==> config.mk <==
export PLATFORM = sky130hd
export DESIGN_NAME = atom_deserializer
export DESIGN_NICKNAME = d
export VERILOG_FILES = /design/src/hdl/conv_pkg.sv /design/src/hdl/atom_deserializer.sv
export SDC_FILE = /design/constraint.sdc
export NUM_CORES = 1
export LEC_CHECK = 0
export BUFFER_PORTS_ARGS = -buffer_cell sky130_fd_sc_hd__buf_2
export CORE_UTILIZATION = 55
export CTS_CLUSTER_SIZE = 10
export DETAILED_ROUTE_END_ITERATION = 12
export GPL_TIMING_DRIVEN = 0
export PLACE_DENSITY = 0.75
export SKIP_LAST_GASP = 1
export SLEW_MARGIN = 40
export SYNTH_ARGS = -nofsm -noshare
export SYNTH_HDL_FRONTEND = slang
export SYNTH_SLANG_ARGS = --single-unit
==> constraint.sdc <==
create_clock -name clk -period 22.7 [get_ports clk]
set_clock_uncertainty 0.2 [all_clocks]
set_input_delay 2.27 -clock clk [delete_from_list [all_inputs] [get_ports clk]]
set_output_delay 2.27 -clock clk [all_outputs]
set_load 0.01 [all_outputs]
==> src/hdl/conv_pkg.sv <==
package conv_pkg;

	// Word widths on the datapath
	localparam int DATA_W = 16;		// Activation and weight word
	localparam int ACC_W = 32;		// Product, accumulator, result
	localparam int TAP_W = 4;		// Tap count and index

	// Default engine sizes
	localparam int DEFAULT_LANES = 16;	// Channel lanes per atom, one DMA burst
	localparam int DEFAULT_MAX_TAPS = 9;	// Weight bank depth, 3x3 kernel

	// One signed 16-bit activation or weight
	typedef logic signed [DATA_W-1:0] data_t;

	// Signed 32-bit product, lane sum or final result
	// All arithmetic on it wraps at 32 bits
	typedef logic signed [ACC_W-1:0] acc_t;

	// Kernel tap count or tap position, 1 to 15 usable
	typedef logic [TAP_W-1:0] tap_cnt_t;

endpackage

==> src/hdl/atom_deserializer.sv <==
module atom_deserializer #(
	parameter int LANES = conv_pkg::DEFAULT_LANES
) (
	input  logic                            clk,
	input  logic                            rst,
	input  conv_pkg::data_t                 i_word,		// Serial word from DMA
	input  logic                            i_word_stb,
	output conv_pkg::data_t [LANES-1:0]     o_atom,		// Lane k holds word k
	output logic                            o_atom_stb	// One cycle per full atom
);

	import conv_pkg::*;

	localparam int CNT_W = (LANES > 1) ? $clog2(LANES) : 1;

	data_t [LANES-1:0] shift_buf;	// Partial atom, newest word at the top
	logic [CNT_W-1:0] lane_cnt;	// Words taken into the current atom
	logic last_word;

	// The LANES-th word closes the atom
	assign last_word = (lane_cnt == CNT_W'(LANES - 1));

	// Shift new words in from the top so word 0 ends in lane 0
	always_ff @(posedge clk) begin
		if (i_word_stb) begin
			shift_buf <= {i_word, shift_buf[LANES-1:1]};
		end
	end

	// Completed atom, copied out when the counter wraps
	always_ff @(posedge clk) begin
		if (i_word_stb && last_word) begin
			o_atom <= {i_word, shift_buf[LANES-1:1]};	// Include the closing word
		end
	end

	always_ff @(posedge clk or posedge rst) begin
		if (rst) begin
			lane_cnt   <= '0;
			o_atom_stb <= 1'b0;
		end else begin
			o_atom_stb <= i_word_stb && last_word;	// Single-cycle pulse
			if (i_word_stb) begin
				if (last_word) begin
					lane_cnt <= '0;		// Wrap for the next atom
				end else begin
					lane_cnt <= lane_cnt + 1'b1;
				end
			end
		end
	end

endmodule

# Word-level counts from Yosys, hierarchy flattened

Cells that the tools add are included.

Add/subtract/negate cells: 1
Equal/unequal tests: 1
Mux-type cells: 1
Reduce and logical (&&, ||, !) cells: 1

Operators by type and width:

| operator                                     | number |
|---|---|
| adder 4 x 1 -> 4 bit (second input constant) | 1 |
| == test 4 bit (second input constant)        | 1 |
| 2-to-1 mux 4 bit                             | 1 |
| logical AND 1 bit                            | 1 |

Flip-flop bits (word level): 501
Input port bits: 19
Output and inout port bits: 257
Logic and storage cells: 37

# Logic depth before layout (Yosys ltp)

Word-level depth: 2
Mapped depth: 4
Mapped depth without buffers: 4

# Worst setup path after synthesis

No wires, ideal clock.

Kind: input port to flip-flop
Start point: in i_word_stb
End point: reg o_atom_stb
Library setup time: 1235 ps
Data arrival time: 12978 ps
Required time: 21265 ps
Slack: 8287 ps
Cell stages on the path: 2
Path buffers: 0
Path through: nand2_1 -> nor2_1

Cells in the longest elaborated chain, start to end: 1

RTL lines:

| item                 | line                    | text |
|---|---|---|
| start, declared      | atom_deserializer.sv:7  | `input logic i_word_stb,` |
| logical AND 1 bit    | atom_deserializer.sv:42 | `o_atom_stb <= i_word_stb && last_word;` |
| end signal, assigned | atom_deserializer.sv:42 |  |
| end, declared        | atom_deserializer.sv:9  | `output logic o_atom_stb` |

No other way between the ends.
A chain may end at the register's enable or synchronous reset.

# Worst setup path after layout

Start point: in i_word_stb
End point: reg o_atom[81] (netlist bit), enable pin

Cells in the longest elaborated chain, start to end: 1

RTL lines:

| item                 | line                    | text |
|---|---|---|
| logical AND 1 bit    | atom_deserializer.sv:32 | `if (i_word_stb && last_word) begin` |
| end signal, assigned | atom_deserializer.sv:33 | `o_atom <= {i_word, shift_buf[LANES-1:1]};` |
| end, declared        | atom_deserializer.sv:8  | `output conv_pkg::data_t [LANES-1:0] o_atom,` |

No other way between the ends.

==> results.json <==
{
  "status": "finished, final reports clean",
  "layout.area.seq_um2": 15000,
  "grt_max_degree": 76,
  "synthTopCellsByArea": "edfxtp_1 (99%), dfrtp_1 (0.83%), nand2_1 (0.099%), ha_1 (0.083%), mux2_2 (0.075%)",
  "place_congestion": 0.726,
  "dpl.cell_count": 1151,
  "hold_buffers": 0,
  "cts_tree": "done",
  "hold_violations": 0,
  "cp_max_fo": 75,
  "grt_setup_unrepaired": "no",
  "fmax_ghz": 0.218,
  "endpoint_kind": "flop",
  "antenna_found_initial": 0,
  "die_y_um": 168,
  "grt_use_total": 0.157,
  "place_hpwl_um": 14000,
  "max_cap_violations": 0,
  "yosysTopAreaCell": "edfxtp_1",
  "fill_cells": 1591,
  "placed_cell_area_um2": 17400,
  "synth.avg_cell_area_um2": 29.3,
  "final_nets": 888,
  "setup_ws_ns": 18.12,
  "synth_top_area_share": 0.986,
  "io_pins": 276,
  "antenna_left": 0,
  "synth-seq-area-share": 0.994,
  "max_slew_margin": 0.622,
  "overflow": 0,
  "cts_buffer_depth": 3,
  "pre_cts_slack_ns": 17.46,
  "root_buffer": "clkbuf_16",
  "post-route-period-util": 0.202,
  "die_area_um2": 28100,
  "grt_pass1_wl_um": 33700,
  "synth_fp_nets": 536,
  "worstSetupStartpointType": "primary input",
  "rows": 60,
  "wirelength_um": 22300,
  "r2r_setup_slack_ns": 20.09,
  "routedWlPerCell_um": 18.1,
  "worstPathArrival_ns": 4.63,
  "report.final.slew_viol_count": 0,
  "p_leak_nw": 6.78,
  "die_w_um": 168,
  "syn-cell-area_um2": 15100,
  "clk_pin_slew_ns": 0.05,
  "tightest_slew_ns": 0.567,
  "n_antenna_cell": 0,
  "powerDensity_nw_per_um2": 101,
  "final_cell_count_no_fill": 1235,
  "synthCells": 516,
  "cts_setup_buffers": 0,
  "first_pass_iters": 4,
  "post-route-drc-count": 0,
  "io_buffers": 275,
  "grt_pass1_vias": 6263,
  "drt_iter0_drc": 335,
  "hold_path.class": "flop to flop",
  "ctsResizeCount": 0,
  "drive_above_1_share": 0.398,
  "ctsHtreeMaxLevel": 2,
  "areaGrowthSynthToFinish_pct": 25.2,
  "vias_per_cell": 4.97,
  "coreArea_um2": 27000,
  "cts.sinks": 501,
  "start_util": 0.561,
  "cp_data_required_time_ns": 22.75,
  "finalSetupViolations": 0,
  "fin_area_um2": 18900,
  "multiInputGateArea_um2": 95.1,
  "numCtsBuffers": 56,
  "clk_latency_ns": 0.54,
  "synth-seq-cells": 501,
  "vias": 6137,
  "synthDistinctLibCells": 13,
  "ys_warn_count": 0,
  "peakVddDrop_mv": 0.0928,
  "worstSetupPathType": "primary input to flop",
  "fin_crit_ns": 4.58
}
-- path summary, 6_finish.rpt --
path,start,to,depth (start not counted)
min,shift_buf[24],o_atom[8],0
min reg2reg,shift_buf[24],o_atom[8],0
max in group asynchronous,rst,lane_cnt[1],2
max,i_word_stb,o_atom[81],9
max reg2reg,lane_cnt[0],o_atom[81],8
min in group asynchronous,rst,o_atom_stb,2
-- cell usage after synthesis (all sizes together) --
| library cell | n |
|---|---|
| edfxtp | 496 |
| dfrtp | 5 |
| nand2 | 4 |
| o21ai | 2 |
| a21oi | 1 |
| ha | 1 |
| inv | 1 |
| mux2 | 1 |
| mux2i | 1 |
| nand3 | 1 |
| nand4 | 1 |
| nor2 | 1 |
| xnor2 | 1 |
-- per-stage QoR --
step | power, W | hold slack, ns | util | TNS (ns)
global route | 0.00198 | 0.221 | 0.702 | 0
global placement | 0.00118 | 0.203 | 0.628 | -187.55
floorplan | 0.00114 | 0.200 | - | 0
CTS | 0.00194 | 0.218 | 0.702 | 0
detailed placement | 0.00118 | 0.206 | 0.645 | 0
finish | 0.00192 | 0.217 | 0.702 | 0
-- cell usage in the layout (no fill, tap or decap), drive strengths merged --
cell type,n
inv,4
clkbuf,81
ha,1
mux2i,1
edfxtp,496
nand2,4
o21ai,2
a21oi,1
nand4,1
dfrtp,5
mux2,1
nand3,1
buf,294
xnor2,1
nor2,1
-- area by class of cell --
cell class                      count  area share
Clock buffer                       81      0.0801
Clock inverter                      3     0.00139
Inverter                            1    0.000198
Multi-Input combinational cell     14     0.00503
Sequential cell                   501       0.794
Tap cell                          341      0.0225
Timing Repair Buffer              294      0.0969
-- worst max-delay path: stages --
cell     delay, ns
buf_8         0.41
buf_16        0.38
nand2_1       0.18
nor2_4        0.42
buf_8         0.23
buf_8         0.18
buf_16        0.16
buf_8         0.17
buf_16        0.16
-- sequential cells by signal, indices dropped and copies added (netlist names) --
register    count
o_atom        256
shift_buf     240
lane_cnt        4
o_atom_stb      1
-- report_power, final --
part | internal, W | switching (W)
clock network | 0.000455 | 0.000307
registers | 0.00107 | 0.0000184
logic | 0.0000243 | 0.0000410
total | 0.00155 | 0.000366
-- cell families (layout without fill, tap and decap cells) --
group           count (synthesis)  count (layout)  synth area share
compound gates                  3               3          0.000993
xor+xnor                        1               1          0.000580
fa+ha+maj                       1               1          0.000828
buf+inv                         1             379          0.000248
flops                         501             501             0.994
mux                             2               2           0.00141
simple gates                    7               7           0.00199
-- metal layers --
layer / GRT usage / wire (um)
met5: 0 / 0
met4: 0.0654 / 641
met3: 0.0574 / 2010
met2: 0.256 / 10800
met1: 0.192 / 8870
Power figures use the tool's default switching activity.
