<file path="src/hdl/conv_pkg.sv">
package conv_pkg;

	// Word widths on the datapath
	localparam int DATA_W = 16;		// Activation and weight word
	localparam int ACC_W = 32;		// Product, accumulator, result
	localparam int TAP_W = 4;		// Tap count and index

	// Default engine sizes
	localparam int DEFAULT_LANES = 16;	// Channel lanes per atom, one DMA burst
	localparam int DEFAULT_MAX_TAPS = 9;	// Weight bank depth, 3x3 kernel

	// One signed 16-bit activation or weight
	typedef logic signed [DATA_W-1:0] data_t;

	// Signed 32-bit product, lane sum or final result
	// All arithmetic on it wraps at 32 bits
	typedef logic signed [ACC_W-1:0] acc_t;

	// Kernel tap count or tap position, 1 to 15 usable
	typedef logic [TAP_W-1:0] tap_cnt_t;

endpackage

</file>
<file path="src/hdl/lane_reduce.sv">
module lane_reduce #(
	parameter int LANES = conv_pkg::DEFAULT_LANES	// Power of two
) (
	input  logic                            clk,
	input  logic                            rst,
	input  conv_pkg::acc_t [LANES-1:0]      i_lane_acc,
	input  logic                            i_lane_acc_stb,
	output conv_pkg::acc_t                  o_result,	// Sum of all lanes
	output logic                            o_result_stb
);

	import conv_pkg::*;

	localparam int LEVELS = $clog2(LANES);	// One register per tree level

	// Heap-indexed internal nodes, node 1 is the root
	// Children of node n are 2n and 2n+1, indices from LANES up are the lanes
	acc_t tree_q [1:LANES-1];
	logic [LEVELS-1:0] stb_pipe;	// Strobe delay matching the tree depth

	genvar n;
	generate
		for (n = 1; n < LANES; n = n + 1) begin : g_node
			acc_t left;
			acc_t right;

			// Bottom level reads the lane sums directly
			if (2 * n >= LANES) begin : g_leaf
				assign left  = i_lane_acc[2 * n - LANES];
				assign right = i_lane_acc[2 * n + 1 - LANES];
			end else begin : g_inner
				assign left  = tree_q[2 * n];
				assign right = tree_q[2 * n + 1];
			end

			// Free running, values only change on a window hand-off
			always_ff @(posedge clk or posedge rst) begin
				if (rst) begin
					tree_q[n] <= '0;
				end else begin
					tree_q[n] <= left + right;	// Wraps at 32 bits
				end
			end
		end
	endgenerate

	always_ff @(posedge clk or posedge rst) begin
		if (rst) begin
			stb_pipe <= '0;
		end else begin
			stb_pipe <= (stb_pipe << 1) | LEVELS'(i_lane_acc_stb);
		end
	end

	assign o_result     = tree_q[1];
	assign o_result_stb = stb_pipe[LEVELS-1];	// Leaves the root with its sum

endmodule

</file>
<file path="config.mk">
export PLATFORM = sky130hd
export DESIGN_NAME = lane_reduce
export DESIGN_NICKNAME = d
export VERILOG_FILES = /design/src/hdl/conv_pkg.sv /design/src/hdl/lane_reduce.sv
export SDC_FILE = /design/constraint.sdc
export NUM_CORES = 2
export LEC_CHECK = 0
export BUFFER_PORTS_ARGS = -buffer_cell sky130_fd_sc_hd__buf_2
export CAP_MARGIN = 40
export CORE_ASPECT_RATIO = 1.1
export CORE_MARGIN = 1.5
export CORE_UTILIZATION = 47
export CTS_CLUSTER_DIAMETER = 120
export DETAILED_ROUTE_END_ITERATION = 7
export PLACE_DENSITY = 0.76
export SLEW_MARGIN = 0
export SYNTH_ARGS = -nofsm -noshare
export SYNTH_HDL_FRONTEND = slang
export SYNTH_SLANG_ARGS = --single-unit
</file>
<file path="constraint.sdc">
create_clock -name clk -period 48 [get_ports clk]
set_clock_uncertainty 0.2 [all_clocks]
set_input_delay 4.8 -clock clk [delete_from_list [all_inputs] [get_ports clk]]
set_output_delay 4.8 -clock clk [all_outputs]
set_load 0.05 [all_outputs]
</file>
# After elaboration in Yosys (flattened, before gate mapping)
# Cells that the tools add are included.
[op_classes]
add_sub_neg = 15
n_bitwise = 1
[op_table]
columns = ["cell", "count"]
rows = [
  ["$add 32x32->32", 15],
  ["$or 4x1->4", 1],
]
[word_totals]
register_bits = 484
output_inout_bits = 33
word_cells = 32

# Logic depth before layout (Yosys ltp)
[depth]
depth_word = 1
mapped_depth = 12
mapped_depth_nobuf = 12

# Worst setup path after synthesis
# OpenSTA, ideal clock, no wires.
[synth_timing]
path_kind = "input-to-reg"
startpoint = "in i_lane_acc[320] in the netlist's numbering"
endpoint = "reg tree_q, in the netlist g_node[6].right[28]"
setup_ps = 128
arrival_time_ps = 7563
required_time_ps = 47672
setup_slack_ps = 40109
cell_stages = 12
cell_sequence = "ha_1 -> fa_1 -> a21o_1 -> a21o_1 -> a211oi_1 -> o211ai_1 -> a221oi_2 -> o21ai_1 -> and4_1 -> a2111oi_0 -> o21bai_1 -> xor2_1"
[synth_between]
elab_chain_cells = 1
[synth_rtl]
columns = ["item", "line", "text"]
rows = [
  ["start, declared", "lane_reduce.sv:6", "input conv_pkg::acc_t [LANES-1:0] i_lane_acc,"],
  ["$add 32x32->32", "lane_reduce.sv:41", "tree_q[n] <= left + right;"],
  ["end signal, assigned by index", "lane_reduce.sv:41", ""],
  ["end, declared", "lane_reduce.sv:18", "acc_t tree_q [1:LANES-1];"],
]
# Every way passes these cells.

# Worst setup path in the final report
[layout_timing]
startpoint = "in i_lane_acc[64] in the netlist's numbering"
endpoint = "reg tree_q, in the netlist g_node[4].right[30]"
# Same word-level chain as after synthesis.

==> impl_metrics.tcl <==
set metrics [dict create \
    dieWidth_um 261 \
    gp_congestion 0.923 \
    die_h_um 287 \
    ioPinCount 548 \
    worstHoldStart "stb_pipe[2]" \
    rsz0062_at_grt "no" \
    ys.flop_type "dfrtp_1" \
    vias 29152 \
    endpoint_kind "register" \
    synth-async-reset-ratio 1.00 \
    cts_resized 0 \
    fmax_mhz 125 \
    grt_pass1_vias 28066 \
    cp.depth 13 \
    p_int_mw 1.38 \
    core_mm2 0.0729 \
    p_clk_frac 0.182 \
    ant_nets 0 \
    crit_arrival_ps 8250 \
    p_sw_frac 0.423 \
    area.growth.synth_to_final_pct 16.7 \
    dieArea_mm2 0.0751 \
    io_buffer_count 547 \
    vias_per_cell 5.67 \
    drt_wl_total_um 92300 \
    cts_hold_buf 0 \
    p_comb_frac 0.549 \
    wire_per_inst_um 18.0 \
    dr.pass1.iters 6 \
    startpoint "i_lane_acc[64]" \
    clk_latency_ps 610 \
    crit_chain "buf_2 > ha_1 > fa_1 > a21o_1 > a21oi_1 > o21ai_0 > a31oi_1 > o21ai_0 > a311o_1 > a41oi_1 > o21ai_0 > a211oi_1 > a311oi_1" \
    root_buffer "clkbuf_16" \
    tightest_slew_ps 947 \
    crit_top_cell "o21ai_0" \
    drt-initial-drc-count 1983 \
    path_class "input port to register" \
    drv_cap 0 \
    r2r_cells 12 \
    min_period_ps 7990 \
    grtUsageTotal 0.241 \
    final_nets 5132 \
    drive_gt1_frac 0.168 \
    crit_path_start_kind "input port" \
    synth_area_mm2 0.0345 \
    finalHoldViolations 0 \
    post-route-util 0.553 \
    n_fill_cell 6537 \
    power.density_mw_per_mm2 59.3 \
    yosys_warnings 0 \
    grt_first_pass_wirelength_um 145000 \
    cts_buffers 53 \
    synth.net_count 4567 \
    crit_slowest_cell "a311o_1" \
    synth.yosys.seq_area_share 0.351 \
    synth_area_per_cell_um2 9.66 \
    netSwitchingPower_mw 1.01 \
    leakagePower_nw 19.5 \
    slew_headroom 0.353 \
    overflow 0 \
    clkTransAtPathRegs_ps 60 \
    min_path_cells 0 \
    place.detailed.hpwl_um 74700 \
    outcome "complete, no violations" \
    path_delay_family "compound AO/OA/AOI/OAI gates" \
    postCtsSetupBuffers 0 \
    drv_slew 0 \
    cts_tree "built" \
    crit_buf_inv 1 \
    required_ps 48260 \
    clock_path_buffers 3 \
    core.rowCount 104 \
    clock_sinks 484 \
    hp-class "register to register" \
    setup_viol 0 \
    synthCells 3572 \
    post-route-drc-count 0 \
    finalCritPeriodShare 0.166 \
    tns_ps 0 \
    synth-seq-cells 484 \
    antenna_found_initial 6 \
    htreeDepth 2 \
    path_max_fanout 5 \
    peakVddDrop_v 0.0000305 \
    sequentialPowerShare 0.269 \
    grt_max_degree 162 \
    r2r_start "g_node[5].left[0]" \
    r2r_slack_ps 43700 \
    start_util 0.474 \
    max_stage_delay_ps 460 \
    synth_edf_count 0 \
    ys_types 74 \
]
layer usage:
| metal | global-route usage | part of all wire |
|---|---|---|
| met5 | 0 | 0 |
| met1 | 0.325 | 0.45 |
| met2 | 0.399 | 0.47 |
| met3 | 0.0307 | 0.047 |
| met4 | 0.0832 | 0.033 |
cell usage after synthesis (all sizes together) (43+ instances only):
| cell type | count | area (um^2) |
|---|---|---|
| a21o | 241 | 1820 |
| a21oi | 406 | 2050 |
| a31oi | 45 | 282 |
| clkbuf | 43 | 163 |
| dfrtp | 484 | 12100 |
| ha | 465 | 5820 |
| inv | 105 | 394 |
| nand2 | 205 | 769 |
| nand2b | 46 | 288 |
| nand3 | 69 | 345 |
| nand4 | 46 | 288 |
| nor2 | 180 | 676 |
| nor2b | 48 | 300 |
| nor3 | 51 | 255 |
| o21a | 50 | 375 |
| o21ai | 218 | 1100 |
| o21bai | 60 | 450 |
| xnor2 | 295 | 2580 |
| xor2 | 141 | 1230 |
per-stage QoR:
stage	area (um^2)	total power, mW	std cells	hold slack [ps]	setup WS (ps)
floorplan	34500	1.62	3572	131	29490
global placement	38300	1.93	5034	133	39570
detailed placement	38400	1.95	5036	137	39520
CTS	40300	2.40	5134	156	40130
global route	40300	2.57	5139	164	39890
finish	40300	2.39	5139	153	40010
worst reg2reg max path, cell delays in order (launching register included):
cell and delay (ps):
dfrtp_1 370, ha_1 240, fa_1 410, a21o_1 190
a21o_1 210, a2111oi_0 860, nor3_1 270, o21bai_1 430
nand2_1 230, a41oi_1 410, o41ai_1 100, a21oi_1 180
xnor2_1 140
kinds of logic (layout without fill, tap and decap cells):
kind of cell	after synthesis	after routing	share of synthesized area
AO/OA/AOI/OAI	1256	1256	0.236
AND/OR/NAND/NOR	763	763	0.108
flip-flops	484	484	0.351
adder cells (fa/ha/maj)	480	480	0.177
XOR/XNOR	436	436	0.111
buffers and inverters	151	759	0.0165
multiplexers	2	2	0.000580
other	0	5	0
placed cells by master, fill, tap and decap left out, types with 46 or more instances in the layout:
cell type  synthesis  layout
dfrtp_1          484     484
nor2_1           180     180
clkbuf_16          0      53
nand2b_1          46      46
buf_2              0     547
a21oi_1          402     402
o21bai_1          60      60
nor2b_1           48      48
a21o_1           234     234
o21ai_0          212     212
nand4_1           46      46
nand2_1          205     205
ha_1             465     465
nand3_1           69      69
xnor2_1          295     295
nor3_1            51      51
inv_1            105     104
o21a_1            50      50
xor2_1           141     141
power groups by stage:
| stage | combinational, mW | sequential (mW) | clock (mW) |
|---|---|---|---|
| 2_1_floorplan | 0.957 | 0.663 | 0 |
| 3_3_place_gp | 1.28 | 0.649 | 0 |
| 3_5_place_dp | 1.30 | 0.650 | 0 |
| 4_1_cts | 1.31 | 0.645 | 0.445 |
| 5_1_grt | 1.45 | 0.655 | 0.460 |
| 6_report | 1.31 | 0.642 | 0.435 |
state kept, by name, summed over array words and instances, names as in the netlist:
| register | cells |
|---|---|
| g_node.right | 224 |
| g_node.left | 224 |
| stb_pipe | 4 |
| o_result | 32 |
area by class of cell:
class	count	area, um^2	area share
Clock inverter	32	407	0.0101
Antenna cell	5	12.5	0.000310
Clock buffer	66	1480	0.0366
Inverter	105	402	0.00997
Multi-Input combinational cell	2937	21800	0.542
Tap cell	954	1190	0.0296
Sequential cell	484	12100	0.301
Timing Repair Buffer	556	2860	0.0709
worst paths after layout:
path                                             to
worst max-delay path            g_node[4].right[30]
worst min-delay path                    stb_pipe[3]
worst max register to register  g_node[2].right[30]
worst min register to register          stb_pipe[3]
max in group asynchronous       g_node[6].right[31]
min in group asynchronous        g_node[5].right[1]
(Power assumes the default switching activity.)
