File: config.mk
export PLATFORM = sky130hd
export DESIGN_NAME = weight_bank
export DESIGN_NICKNAME = d
export VERILOG_FILES = /design/src/hdl/conv_pkg.sv /design/src/hdl/weight_bank.sv
export SDC_FILE = /design/constraint.sdc
export NUM_CORES = 2
export LEC_CHECK = 0
export ABC_CLOCK_PERIOD_IN_PS = 35100
export BUFFER_PORTS_ARGS = -buffer_cell sky130_fd_sc_hd__buf_2
export CORE_AREA = 10 10 490 492
export CTS_CLUSTER_DIAMETER = 40
export DETAILED_ROUTE_END_ITERATION = 6
export DIE_AREA = 0 0 500 502
export PLACE_DENSITY = 0.61
export RECOVER_POWER = 25
export SYNTH_ARGS = -nofsm -noshare
export SYNTH_HDL_FRONTEND = slang
export SYNTH_SLANG_ARGS = --single-unit
File: constraint.sdc
create_clock -name clk -period 35.1 [get_ports clk]
set_input_delay 5.265 -clock clk [delete_from_list [all_inputs] [get_ports clk]]
set_output_delay 5.265 -clock clk [all_outputs]
set_load 0.01 [all_outputs]
File: src/hdl/conv_pkg.sv
package conv_pkg;

	// Word widths on the datapath
	localparam int DATA_W = 16;		// Activation and weight word
	localparam int ACC_W = 32;		// Product, accumulator, result
	localparam int TAP_W = 4;		// Tap count and index

	// Default engine sizes
	localparam int DEFAULT_LANES = 16;	// Channel lanes per atom, one DMA burst
	localparam int DEFAULT_MAX_TAPS = 9;	// Weight bank depth, 3x3 kernel

	// One signed 16-bit activation or weight
	typedef logic signed [DATA_W-1:0] data_t;

	// Signed 32-bit product, lane sum or final result
	// All arithmetic on it wraps at 32 bits
	typedef logic signed [ACC_W-1:0] acc_t;

	// Kernel tap count or tap position, 1 to 15 usable
	typedef logic [TAP_W-1:0] tap_cnt_t;

endpackage

File: src/hdl/weight_bank.sv
module weight_bank #(
	parameter int LANES = conv_pkg::DEFAULT_LANES,
	parameter int MAX_TAPS = conv_pkg::DEFAULT_MAX_TAPS
) (
	input  logic                            clk,
	input  logic                            rst,
	input  logic                            i_start,	// New run, reload weights
	input  conv_pkg::tap_cnt_t              i_taps,		// Taps per window, sampled at start
	input  conv_pkg::data_t [LANES-1:0]     i_w_atom,
	input  logic                            i_w_atom_stb,
	input  conv_pkg::data_t [LANES-1:0]     i_d_atom,
	input  logic                            i_d_atom_stb,
	output conv_pkg::data_t [LANES-1:0]     o_pair_data,
	output conv_pkg::data_t [LANES-1:0]     o_pair_weight,
	output logic                            o_pair_last,	// Last tap of the window
	output logic                            o_pair_stb
);

	import conv_pkg::*;

	typedef enum logic {
		ST_LOAD,	// Collecting weight atoms
		ST_RUN		// Pairing data atoms with weights
	} bank_state_t;

	bank_state_t state;
	data_t [LANES-1:0] w_mem [MAX_TAPS];	// One weight atom per tap
	tap_cnt_t wr_ptr;			// Next weight atom slot
	tap_cnt_t taps_q;			// Latched window length
	tap_cnt_t tap_pos;			// Tap of the next data atom
	logic last_tap;
	logic w_last;
	logic pair_fire;

	assign last_tap  = (tap_pos == tap_cnt_t'(taps_q - 1'b1));
	assign w_last    = (wr_ptr == tap_cnt_t'(taps_q - 1'b1));
	assign pair_fire = i_d_atom_stb && (state == ST_RUN);	// Data in LOAD is dropped

	// Weight storage, writes past the bank depth are dropped
	always_ff @(posedge clk) begin
		if (i_w_atom_stb && !i_start && state == ST_LOAD && wr_ptr < tap_cnt_t'(MAX_TAPS)) begin
			w_mem[wr_ptr] <= i_w_atom;
		end
	end

	// Pair payload, data with the weight of its tap
	always_ff @(posedge clk) begin
		if (pair_fire) begin
			o_pair_data   <= i_d_atom;
			o_pair_weight <= w_mem[tap_pos];
		end
	end

	always_ff @(posedge clk or posedge rst) begin
		if (rst) begin
			state       <= ST_LOAD;
			wr_ptr      <= '0;
			taps_q      <= tap_cnt_t'(1);
			tap_pos     <= '0;
			o_pair_last <= 1'b0;
			o_pair_stb  <= 1'b0;
		end else begin
			o_pair_stb <= pair_fire && !i_start;
			if (i_start) begin
				state   <= ST_LOAD;
				wr_ptr  <= '0;
				tap_pos <= '0;
				// Clamp to the bank depth
				if (i_taps > tap_cnt_t'(MAX_TAPS)) taps_q <= tap_cnt_t'(MAX_TAPS);
				else taps_q <= i_taps;
			end else begin
				case (state)
					ST_LOAD: begin
						if (i_w_atom_stb) begin
							wr_ptr <= wr_ptr + 1'b1;
							if (w_last) state <= ST_RUN;	// Bank full for this kernel
						end
					end
					ST_RUN: begin
						if (i_d_atom_stb) begin
							o_pair_last <= last_tap;
							tap_pos     <= last_tap ? tap_cnt_t'(0) : tap_pos + 1'b1;
						end
					end
					default: state <= ST_LOAD;
				endcase
			end
		end
	end

endmodule

# After elaboration in Yosys (flattened, before gate mapping)
# Memory sizes are Yosys's and may differ from the RTL's. A register that Yosys moved wholly into a read port is not among the register bits.
# Cells that the tools add are included.
[totals]
ff_bits = 271
mem_bits_rw = 2304
input_bits = 521
output_inout_bits = 514
word_cells = 59
memories = 1
[memory_table]
columns = ["name", "words", "width", "read_ports", "rd_clocked_by_memory_dff", "wr", "line_no", "text"]
rows = [
  ["w_mem", 9, 256, 1, 1, 1, "weight_bank.sv:27", "data_t [LANES-1:0] w_mem [MAX_TAPS];"],
]
[op_classes]
add_sub_neg = 3
n_lt_le_gt_ge = 2
eq_ne = 3
n_mux = 14
n_bitwise = 2
n_reduce_logical = 12
[ops]
columns = ["operator", "count"]
rows = [
  ["$mux 4", 8],
  ["$add 4x1->4 const B", 2],
  ["$eq 4x4->1", 2],
  ["$mux 1", 6],
  ["$reduce_bool 2->1", 3],
  ["$logic_and 1x1->1", 5],
  ["$gt 4x4->1 const B", 1],
  ["$lt 4x4->1 const B", 1],
  ["$reduce_and 2->1", 2],
  ["$sub 4x1->4 const B", 1],
  ["$reduce_and 3->1", 1],
  ["$ne 2x2->1 const B", 1],
  ["$not 1->1", 2],
  ["$logic_not 1->1", 1],
]

# Depth between registers and ports, before layout
[depth]
ltp_word = 6
mapped_depth = 8
mapped_depth_nobuf = 6

# Worst setup path after synthesis
# No wires, ideal clock.
[synth_path]
kind = "input port to flip-flop"
from = "in i_w_atom_stb"
to = "mem w_mem[8][0] in the netlist's numbering, enable pin"
setup_ns = 0.877
t_arrival_ns = 16.437
required_time_ns = 34.223
setup_slack_ns = 17.786
path_stages = 4
n_path_buf = 1
cell_sequence = "nor2b_1 -> clkbuf_1 -> nand3_1 -> nor2_1"
[synth_via]
elab_chain_len = 5
[synth_lines]
columns = ["element", "line_no", "text"]
rows = [
  ["start, declared", "weight_bank.sv:10", "input logic i_w_atom_stb,"],
  ["$logic_and 1x1->1 (3 in a row)", "weight_bank.sv:41", "if (i_w_atom_stb && !i_start && state == ST_LOAD && wr_ptr < tap_cnt_t'(MAX_TAPS)) begin"],
  ["$mux 1", "weight_bank.sv:41", ""],
  ["$mux 1 (not written as such)", "weight_bank.sv:42", "w_mem[wr_ptr] <= i_w_atom;"],
  ["end, declared", "weight_bank.sv:27", ""],
]
# Every way passes these cells.

==> results.py <==
metrics = {
    "finish": {
        "fin_util_pct": 54.3,
        "seq_area_mm2": 0.0849,
        "final_common_cell": "edfxtp_1",
        "layout-drive-gt1-share_pct": 34.7,
        "multi_input_area_mm2": 0.0169,
        "area_growth_pct": 21.1,
        "fin_nets": 6231,
        "mostFrequentLayoutCells": "2816 x edfxtp_1, 843 x buf_2, 512 x mux4_2, 399 x clkbuf_16, 263 x nand2_1",
        "fillCellCount": 17507,
    },
    "sta": {
        "finClkSkew_ps": 96.9,
        "fmax_mhz": 75.2,
        "final_hold_viol_count": 0,
        "rsz0062_at_grt": "false",
        "setup_viol": 0,
        "fin_crit_sh_pct": 37.9,
        "fin_setup_tns_ps": 0,
        "worst_slew_pin_slew_ps": 8160,
        "drv_slew": 437,
        "slew_headroom_pct": -444,
        "period_needed_ps": 13300,
    },
    "worst_setup_path": {
        "reg2reg_depth": 6,
        "cp.required_ps": 35720,
        "crit_arrival_ps": 13920,
        "cpPeakStageDelay_ps": 5820,
        "crit_path_frequent_cell": "clkbuf_1",
        "crit_chain": "clkbuf_1 -> clkbuf_1 -> buf_12 -> mux4_2 -> mux2i_1 -> o21ai_1",
        "crit_type": "register to register",
        "worstSetupStartpointType": "register",
        "critical_path.max_fanout": 95,
        "critPathCaptureType": "register",
        "worst_path_max_delay_cell": "clkbuf_1",
    },
    "synth": {
        "ys_seq_area_share_pct": 82.5,
        "synth-edff-count": 2816,
        "syn_avg_cell_area_um2": 23.4,
        "syn_inst": 4404,
        "synth_area_mm2": 0.103,
        "yosys_warnings": 0,
        "synth_top_area_share_pct": 82.2,
        "synthArstFlopShare_pct": 0.530,
        "syn_nets": 4932,
        "synth_area_leaders": "edfxtp_1 82%, mux4_2 11%, mux2i_1 2.5%",
        "ys_types": 36,
        "synthFlopType": "edfxtp_1",
        "ys_ff_latch": 2831,
        "synth_top_area_cell": "edfxtp_1",
    },
    "status": {
        "status": "finished with violations",
        "failed_checks": "max-capacitance violations, max-slew violations",
    },
    "routing": {
        "drt_wl_total_mm": 267,
        "drtAntennaViolNets": 0,
        "wl_per_cell_um": 29.5,
        "vias": 49245,
        "routed_via_density": 5.43,
        "drt_iter0_drc": 4579,
        "dr.pass1.iters": 5,
        "drc_errors": 0,
    },
    "clock_network": {
        "cts_root_buf": "clkbuf_16",
        "ctsHoldBuffers": 0,
        "cts_tree": "built",
        "htree_levels": 5,
        "cts_buffer_depth": 4,
        "numCtsBuffers": 394,
        "clkTransAtPathRegs_ps": 60,
        "clkLatencyLatePin_ps": 1000,
        "cts_resized": 0,
        "cts_sinks": 2831,
        "post_cts_buffers": 0,
    },
    "floorplan": {
        "io_pins": 1035,
        "coreArea_mm2": 0.230,
        "start_util_pct": 44.8,
        "dieArea_mm2": 0.251,
        "fp.dieH_um": 502,
        "rows": 176,
        "die_w_um": 500,
    },
    "place": {
        "gp_congestion": 0.970,
        "port_buffers": 1034,
        "dp_hpwl_mm": 168,
    },
    "global_routing": {
        "grt_max_degree": 141,
        "antenna_found_initial": 113,
        "grt_usage_pct": 20.8,
        "grt_pass1_wl_mm": 379,
        "grt_pass1_vias": 50480,
        "grt_overflow": 0,
    },
    "power": {
        "p_leak_uw": 0.0395,
        "peakVddDrop_uv": 51.3,
        "p_per_area_mw_per_mm2": 64.0,
    },
    "worst_hold_path": {
        "hold_path_depth": 2,
        "hold_path.class": "register to register",
    },
    "flow_run": {
        "cap_violations": 8,
    },
}
-- logic make-up (layout without fill, tap and decap cells) --
group | Yosys count | count (layout) | synth area share, %
and+or+nand+nor | 297 | 297 | 1.12
buffers and inverters | 213 | 1826 | 1.07
muxes | 769 | 769 | 13.7
other | 0 | 26 | 0
DFF | 2831 | 2831 | 82.5
AOI/OAI and AO/OA | 273 | 273 | 1.36
adders and majority gates | 7 | 7 | 0.0851
xor gates and xnor gates | 14 | 14 | 0.133
-- cell type report --
| cell class | count | area share (%) |
|---|---|---|
| antenna | 26 | 0.0522 |
| clock inverter | 281 | 2.51 |
| tap | 3026 | 3.04 |
| clock buffer | 429 | 8.10 |
| inverter | 8 | 0.0301 |
| multi-input combinational | 1360 | 13.6 |
| sequential | 2831 | 68.2 |
| timing repair buffer | 1108 | 4.49 |
-- metrics by stage --
| step | worst slack, ps | hold WS [ps] | instances | total power [µW] | area (µm²) |
|---|---|---|---|---|---|
| 5_1_grt | 19560 | 540 | 9046 | 8220 | 125000 |
| 3_5_place_dp | 24120 | 516 | 8333 | 4120 | 112000 |
| 4_1_cts | 25130 | 516 | 9043 | 8050 | 125000 |
| 2_1_floorplan | 17790 | 486 | 4404 | 4010 | 103000 |
| 3_3_place_gp | 24290 | 516 | 8333 | 4120 | 112000 |
| 6_report | 21800 | 509 | 9069 | 7980 | 125000 |
-- report_power, final --
group / internal (µW) / switching, µW / leakage, µW
clock: 2430 / 1500 / 0.00632
combinational: 90.6 / 155 / 0.00758
sequential: 3790 / 15.2 / 0.0256
-- worst paths after layout --
path | from | to | slack, ps
setup / recovery | tap_pos[0]$_DFFE_PP0P_ | o_pair_weight[56]$_DFFE_PP_ | 21800
setup reg to reg | tap_pos[0]$_DFFE_PP0P_ | o_pair_weight[56]$_DFFE_PP_ | 21800
max in group asynchronous | rst | tap_pos[3]$_DFFE_PP0P_ | 30120
hold reg to reg | w_mem[8][73]$_DFFE_PP_ | o_pair_weight[73]$_DFFE_PP_ | 510
hold / removal | w_mem[8][73]$_DFFE_PP_ | o_pair_weight[73]$_DFFE_PP_ | 510
min in group asynchronous | rst | o_pair_stb$_DFF_PP0_ | 4460
-- cells in the mapped netlist, drive strengths merged (3+ instances only) --
library cell	n
dfrtp	14
nor2	16
mux4	512
edfxtp	2816
buf	121
nand2b	5
nand3	5
o22ai	3
clkbuf	84
xor2	6
xnor2	7
o21ai	261
a21oi	4
mux2i	256
inv	8
nand2	263
nor2b	3
ha	7
-- critical path: cells and delay by family, from the launching register on --
| family | cells | cell delay [ps] |
|---|---|---|
| muxes | 2 | 780 |
| AOI/OAI and AO/OA | 1 | 150 |
| buffers and inverters | 3 | 9500 |
| DFF | 1 | 2170 |
-- flip-flops by register name, summed over array words and instances (netlist names) --
name	cells
w_mem	2304
o_pair_stb	1
o_pair_last	1
state	1
wr_ptr	4
taps_q	4
o_pair_weight	256
o_pair_data	256
tap_pos	4
-- layer usage --
metal  track usage (%)  wire length [µm]
met5                 0               558
met4              7.46              9920
met3              5.58             19100
met2              35.2            136000
met1              25.8            102000
Note: power is estimated with default switching activity, not from simulation.
